--- config.mk ---
export PLATFORM = sky130hd
export DESIGN_NAME = switch_fabric
export DESIGN_NICKNAME = d
export VERILOG_FILES = /design/src/switch_pkg.sv /design/src/switch_fabric.sv /design/src/route_serializer.sv /design/src/frame_deserializer.sv /design/src/port_arbiter.sv
export VERILOG_INCLUDE_DIRS = /design/src /design/src/src
export SDC_FILE = /design/constraint.sdc
export NUM_CORES = 1
export LEC_CHECK = 0
export BUFFER_PORTS_ARGS = -buffer_cell sky130_fd_sc_hd__buf_2
export CAP_MARGIN = 20
export CORE_ASPECT_RATIO = 0.75
export CORE_MARGIN = 2
export CORE_UTILIZATION = 60
export DETAILED_ROUTE_END_ITERATION = 7
export HOLD_SLACK_MARGIN = 0.08
export PLACE_DENSITY_LB_ADDON = 0.3
export SYNTH_ARGS = -nofsm -noshare
export SYNTH_HDL_FRONTEND = slang
export SYNTH_SLANG_ARGS = --single-unit
--- constraint.sdc ---
create_clock -name core_clock -period 8.62 [get_ports core_clock]
set_input_delay 2.586 -clock core_clock [delete_from_list [all_inputs] [get_ports core_clock]]
set_output_delay 2.586 -clock core_clock [all_outputs]
set_load 0.02 [all_outputs]
--- src/switch_macros.svh ---
`ifndef SWITCH_MACROS_SVH
`define SWITCH_MACROS_SVH

// port count, p ports occupy the low indices
`define NUM_PORTS    9
`define NUM_P_PORTS  5

// serial frame length, header fields only
`define FRAME_BITS   80

// destination address of the first port in each group
`define ADDR_P_BASE  8'hF0
`define ADDR_N_BASE  8'h00

`endif
--- src/switch_pkg.sv ---
`include "switch_macros.svh"

package switch_pkg;

  // one bit per switch port, bit i is port i
  typedef logic [`NUM_PORTS-1:0] port_vec_t;

  // port number, wide enough for all nine ports plus spare codes
  typedef logic [3:0] port_idx_t;

  // frame as it arrives on the wire, first field in the top bits
  typedef struct packed
  {
    logic [7:0]  preamble;
    logic [7:0]  src_addr;
    logic [7:0]  dest_addr;
    logic [7:0]  clock_freq;
    logic [15:0] data_length;
    logic [15:0] data_size;
    logic [15:0] data_crc;
  } frame_hdr_t;

endpackage

--- src/switch_fabric.sv ---
`timescale 1ns/100ps

module switch_fabric import switch_pkg::*;
(
  input  logic      core_clock,
  input  logic      clk1p,
  input  port_vec_t req,
  input  port_vec_t din,
  output port_vec_t gnt,
  output port_vec_t dout
);

  logic       grant_active;
  port_idx_t  grant_port;
  logic       frame_valid;
  frame_hdr_t frame;

  // stage 1, pick one source port
  port_arbiter i_port_arbiter
  (
    .core_clock   (core_clock),
    .clk1p        (clk1p),
    .req          (req),
    .gnt          (gnt),
    .grant_active (grant_active),
    .grant_port   (grant_port)
  );

  // stage 2, collect its serial frames
  frame_deserializer i_frame_deserializer
  (
    .core_clock   (core_clock),
    .clk1p        (clk1p),
    .din          (din),
    .grant_active (grant_active),
    .grant_port   (grant_port),
    .frame_valid  (frame_valid),
    .frame        (frame)
  );

  // stage 3, send each frame to its destination port
  route_serializer i_route_serializer
  (
    .core_clock   (core_clock),
    .clk1p        (clk1p),
    .frame_valid  (frame_valid),
    .frame        (frame),
    .dout         (dout)
  );

endmodule

--- src/route_serializer.sv ---
`timescale 1ns/100ps
`include "switch_macros.svh"

module route_serializer import switch_pkg::*;
(
  input  logic       core_clock,
  input  logic       clk1p,
  input  logic       frame_valid,
  input  frame_hdr_t frame,
  output port_vec_t  dout
);

  localparam int num_n_ports = `NUM_PORTS - `NUM_P_PORTS;

  logic [`FRAME_BITS-1:0] out_q;
  logic [6:0]             out_cnt_q;
  port_idx_t              out_port_q;

  logic [7:0] p_off;
  logic [7:0] n_off;
  logic       dest_known;
  port_idx_t  dest_port;
  logic       load;

  // offsets wrap below each base, so one compare covers both bounds
  assign p_off = frame.dest_addr - `ADDR_P_BASE;
  assign n_off = frame.dest_addr - `ADDR_N_BASE;

  always_comb
  begin
    dest_known = 1'b0;
    dest_port  = '0;
    if (p_off < `NUM_P_PORTS)
    begin
      dest_known = 1'b1;
      dest_port  = port_idx_t'(p_off);
    end
    else if (n_off < num_n_ports)
    begin
      dest_known = 1'b1;
      dest_port  = port_idx_t'(n_off + `NUM_P_PORTS);
    end
  end

  // unknown destinations are never loaded and simply vanish
  assign load = frame_valid && dest_known;

  always_ff @(posedge core_clock)
  begin
    if (load)
    begin
      out_q      <= frame;
      out_port_q <= dest_port;
    end
    else
    begin
      out_q <= out_q << 1;
    end
  end

  // number of bits still to appear, counting the one on the wire
  always_ff @(posedge core_clock or posedge clk1p)
  begin
    if (clk1p)
      out_cnt_q <= '0;
    else if (load)
      out_cnt_q <= 7'(`FRAME_BITS);
    else if (out_cnt_q != 7'd0)
      out_cnt_q <= out_cnt_q - 7'd1;
  end

  always_comb
  begin
    dout = '0;
    if (out_cnt_q != 7'd0)
      dout[out_port_q] = out_q[`FRAME_BITS-1];
  end

  a_dout_onehot: assert property (@(posedge core_clock) disable iff (clk1p)
    $onehot0(dout))
    else $error("dout drives more than one port: %b", dout);

  // capture and drain run at the same rate, so a new frame
  // only lands on an idle or just-finishing output
  a_load_aligned: assert property (@(posedge core_clock) disable iff (clk1p)
    load |-> out_cnt_q <= 7'd1)
    else $error("frame loaded with %0d bits still pending", out_cnt_q);

endmodule

--- src/frame_deserializer.sv ---
`timescale 1ns/100ps
`include "switch_macros.svh"

module frame_deserializer import switch_pkg::*;
(
  input  logic       core_clock,
  input  logic       clk1p,
  input  port_vec_t  din,
  input  logic       grant_active,
  input  port_idx_t  grant_port,
  output logic       frame_valid,
  output frame_hdr_t frame
);

  logic [`FRAME_BITS-1:0] shift_q;
  logic [6:0]             bit_cnt_q;
  logic                   serial_bit;
  logic                   last_bit;

  // serial input of whichever port holds the grant
  assign serial_bit = din[grant_port];

  // the 80th bit of the current frame is on the wire
  assign last_bit = (bit_cnt_q == 7'(`FRAME_BITS - 1));

  // msb arrives first, so new bits enter at the bottom
  always_ff @(posedge core_clock)
  begin
    if (grant_active)
      shift_q <= {shift_q[`FRAME_BITS-2:0], serial_bit};
  end

  always_ff @(posedge core_clock or posedge clk1p)
  begin
    if (clk1p)
    begin
      bit_cnt_q   <= '0;
      frame_valid <= 1'b0;
    end
    else
    begin
      frame_valid <= grant_active && last_bit;
      if (!grant_active)
      begin
        // partial frame is lost when the grant goes away
        bit_cnt_q <= '0;
      end
      else if (last_bit)
      begin
        bit_cnt_q <= '0;
      end
      else
      begin
        bit_cnt_q <= bit_cnt_q + 7'd1;
      end
    end
  end

  // shift register holds the whole frame during the strobe cycle
  assign frame = frame_hdr_t'(shift_q);

  a_valid_single: assert property (@(posedge core_clock) disable iff (clk1p)
    frame_valid |=> !frame_valid)
    else $error("frame_valid held for two cycles");

endmodule

--- src/port_arbiter.sv ---
`timescale 1ns/100ps

module port_arbiter import switch_pkg::*;
(
  input  logic      core_clock,
  input  logic      clk1p,
  input  port_vec_t req,
  output port_vec_t gnt,
  output logic      grant_active,
  output port_idx_t grant_port
);

  // spare index code that marks the idle state
  localparam port_idx_t arb_idle = 4'hf;

  port_idx_t state_q;
  port_idx_t state_d;

  // lowest requesting index wins from idle, a held grant
  // stays until its own request drops
  always_comb
  begin
    state_d = state_q;
    if (state_q == arb_idle)
    begin
      for (int i = $bits(port_vec_t) - 1; i >= 0; i--)
      begin
        if (req[i])
          state_d = port_idx_t'(i);
      end
    end
    else if (!req[state_q])
    begin
      // always back to idle first, no direct handover
      state_d = arb_idle;
    end
  end

  always_ff @(posedge core_clock or posedge clk1p)
  begin
    if (clk1p)
      state_q <= arb_idle;
    else
      state_q <= state_d;
  end

  assign grant_active = (state_q != arb_idle);
  assign grant_port   = state_q;

  // one-hot decode of the held port
  always_comb
  begin
    gnt = '0;
    if (grant_active)
      gnt[state_q] = 1'b1;
  end

  a_gnt_onehot: assert property (@(posedge core_clock) disable iff (clk1p)
    $onehot0(gnt))
    else $error("gnt has more than one bit set: %b", gnt);

  // a grant bit may only rise for a port that was requesting
  a_gnt_needs_req: assert property (@(posedge core_clock) disable iff (clk1p)
    ((gnt & ~$past(gnt)) & ~$past(req)) == '0)
    else $error("gnt %b rose without request %b", gnt, $past(req));

endmodule

==> metrics.md <==
| Metric | Value |
|---|---|
| Number of flops mapped to enable cells by yosys | 84 |
| Sequential area share after synthesis | 67.8% |
| Outcome | completed |
| PD cells | 320 mW/mm² |
| Clock skew | 6.09 ps |
| Placement Cell Area | 0.00707 mm² |
| Setup Crit Path Kind | reg -> out |
| Largest net degree at the start of global routing | 83 |
| Startpoint class of the critical path | flop |
| Vias in the first global route | 3336 |
| Largest family of logic cells by synthesized area | multiplexers |
| Fin crit period | 4840 ps |
| CP Buf/Inv Count | 2 |
| Worst-skew pair later-pin latency | 420 ps |
| Vias/cell | 5.40 |
| Post-synth ARST share | 10.4% |
| Synth warn | 0 |
| Overall routed net length | 9.77 mm |
| Crit Path Max Fanout | 5 |
| Die width | 127 µm |
| Worst min-delay path startpoint | i_frame_deserializer.frame[45]$_DFFE_PP_ |
| VDD IR max | 0.173 mV |
| XOR/XNOR Fraction of Synth Area | 1.16% |
| Multi-input gate area | 0.00205 mm² |
| CP Capture Type | output pin |
| Most frequent cells in the layout | edfxtp_1 (84), dfxtp_1 (80), mux2_4 (73) |
| Required time of the critical path | 6030 ps |
| CTS buffer count | 17 |
| Crit-path leading delay family | simple AND/OR/NAND/NOR gates |
| Routed WL per cell | 15.9 µm |
| Mapped Avg Cell Area | 16.4 µm² |
| Tot GR Track Use | 17.5% |
| Post-Synth Adder-Cell Area | 0.921% |
| Final HPWL DP | 5.77 mm |
| Critical path, cell by cell | inv_1, ha_1, or4b_4, or3_4, nand3_1, nor2_1, buf_2 |
| Final Hold Fails | 0 |
| First-pass GRT wire length | 16.2 mm |
| Crit path launch | i_route_serializer.out_cnt_q[0]$_DFFE_PP0P_ |
| Final Instance Area | 0.00769 mm² |
| Slowest CP cell | or4b_4 |
| Overall Power | 2.46 mW |
| Compound-Gate Fraction of Synth Area | 2.84% |
| Crit path DAT | 2260 ps |
| Final Cycle Share | 56.2% |
| Area delta synth->final | 13.2% |
| TritonCTS clock tree | done |
| Count of final max-slew check failures | 0 |
| Synth Flop Type | edfxtp_1 |
| Final WS setup | 3780 ps |
| R2r startpoint | i_frame_deserializer.frame[56]$_DFFE_PP_ |
| P_leak | 3.36 nW |
| ANT nets after route | 0 |
| Number of diodes | 0 |
| Post-synthesis register bit count | 183 |
| Mapped cell area | 0.00679 mm² |
| Total Die Area | 0.0122 mm² |
| Iteration-0 DRC Markers | 245 |
| Sequential cell area | 0.00460 mm² |
| IO buf count | 37 |
| Syn Nets | 440 |
| Max-slew headroom | 28.4% |
| Share of post-route cells with drive strength above 1 | 34.9% |
| Max Cap Viol | 0 |
| DRC violations left | 0 |
| Min-Delay Path Class | reg -> reg |
| GP Congestion | 0.785 |
| CP max stage delay | 500 ps |
| Clk slew on worst S/H paths | 70 ps |
| # Post-CTS Setup Buffers | 0 |
| Cell variety after synth | 46 |
| Fin Setup TNS | 0 ps |
| Total number of vias | 3324 |
| Commonest non-fill, non-tap cell in the layout | edfxtp_1 |
| Slew @ Worst Pin | 1070 ps |
| Mapped Cells | 415 |
| Post-synthesis mux area share | 18.2% |
| Std-Cell Core Area | 0.0110 mm² |
| Post-cts resize count | 0 |
| Post-Synth Simple-Gate Area | 7.02% |
| Setup slack at placement | 4210 ps |
| Bufs on Longest Clock Path | 2 |
| Clock Sinks | 183 |
| Initial antenna violation count | 0 |
| Clk root buf | clkbuf_16 |
| RSZ-0062 raised after global routing | false |
| Initial Utilization | 61.9% |
| 1st-pass router iterations | 4 |
| Congestion Overflow GR | 0 |
| # rows | 33 |
| # fillers | 712 |
| Chip height | 96.2 µm |
| I/O pin total | 38 |
| H-tree depth | 4 |
| Achievable Freq | 0.206 GHz |
| Final setup fails | 0 |
| Nets | 488 |
| Hold-fix buffers, CTS | 0 |
[worst paths after layout]
check / endpoint / slack, ps / depth (start not counted)
worst min-delay path: i_frame_deserializer.frame[46]$_DFFE_PP_ / 450 / 0
worst max register to register: i_route_serializer.out_q[79]$_DFF_P_ / 5490 / 8
worst min register to register: i_frame_deserializer.frame[46]$_DFFE_PP_ / 450 / 0
max in group asynchronous: i_frame_deserializer.bit_cnt_q[2]$_DFF_PP0_ / 5880 / 2
worst max-delay path: dout[3] / 3780 / 7
min in group asynchronous: i_route_serializer.out_cnt_q[6]$_DFFE_PP0P_ / 2280 / 2
[cell type report]
| class | count | share of cell area, % |
|---|---|---|
| inverters | 10 | 0.488 |
| well taps | 140 | 2.28 |
| clock inverters | 15 | 2.47 |
| multi-input cells | 211 | 26.6 |
| repair buffers | 40 | 2.70 |
| flip-flops and latches | 183 | 59.9 |
| clock buffers | 17 | 5.53 |
[per-layer routing]
layer	vias to the layer above	GRT usage (%)	wire (µm)	part of all wire (%)
met1	1647	23.1	4710	48
met5	-	0	0	0
li1	1610	-	-	-
met4	0	7.14	76	0.78
met2	59	27.6	4620	47
met3	8	5.17	364	3.7
[cells in the mapped netlist (3+ instances only)]
cell type  count  area (µm²)
mux2_4        73        1100
xnor2_1        3        26.3
edfxtp_1      84        2520
nand2_1       10        37.5
o21ai_0       11        55.1
and3_1         3        18.8
ha_1           5        62.6
dfxtp_1       80        1600
nor2_1        29         109
xor2_1         6        52.6
nand2b_1       4        25.0
nor2b_1        4        25.0
dfstp_2        4         105
buf_6          8        90.1
inv_1         10        37.5
nor4_1         5        31.3
a21oi_1        4        20.0
mux2_2         5        56.3
mux2i_1        4        40.0
dfrtp_1       15         375
nand3_1        8        40.0
nor3_1         5        25.0
[power by group]
group | internal [mW] | switching (mW) | total [mW]
Clock | 0.464 | 0.331 | 0.794
Combinational | 0.0834 | 0.171 | 0.254
Sequential | 1.26 | 0.151 | 1.41
Total | 1.80 | 0.653 | 2.46
[sequential cells by signal, summed over array words and instances, names as in the netlist]
signal,cells
i_route_serializer.out_q,80
i_frame_deserializer.frame_valid,1
i_route_serializer.out_cnt_q,7
i_port_arbiter.grant_port,4
i_route_serializer.out_port_q,4
i_frame_deserializer.bit_cnt_q,7
i_frame_deserializer.frame,80
[kinds of logic (layout without fill, tap and decap cells)]
family          count (synthesis)  count (layout)
compound gates                 29              29
flops                         183             183
mux                            84              84
fa+ha+maj                       5               5
buf+inv                        21              82
xor+xnor                        9               9
simple gates                   84              84
[through the flow]
step           std cells  hold WS (ps)  util [%]
2_1_floorplan        415           406         -
3_3_place_gp         584           426      64.4
3_5_place_dp         584           430      64.4
4_1_cts              616           451      70.0
5_1_grt              616           456      70.0
6_report             616           448      70.0
[worst reg2reg max path, cell delays in order, from the launching register on]
cell,delay (ps)
edfxtp_1,450
inv_1,100
ha_1,210
nor2b_1,240
nor4b_4,110
o21ai_4,170
buf_4,500
buf_4,780
mux2_2,460
Power figures use the tool's default switching activity.
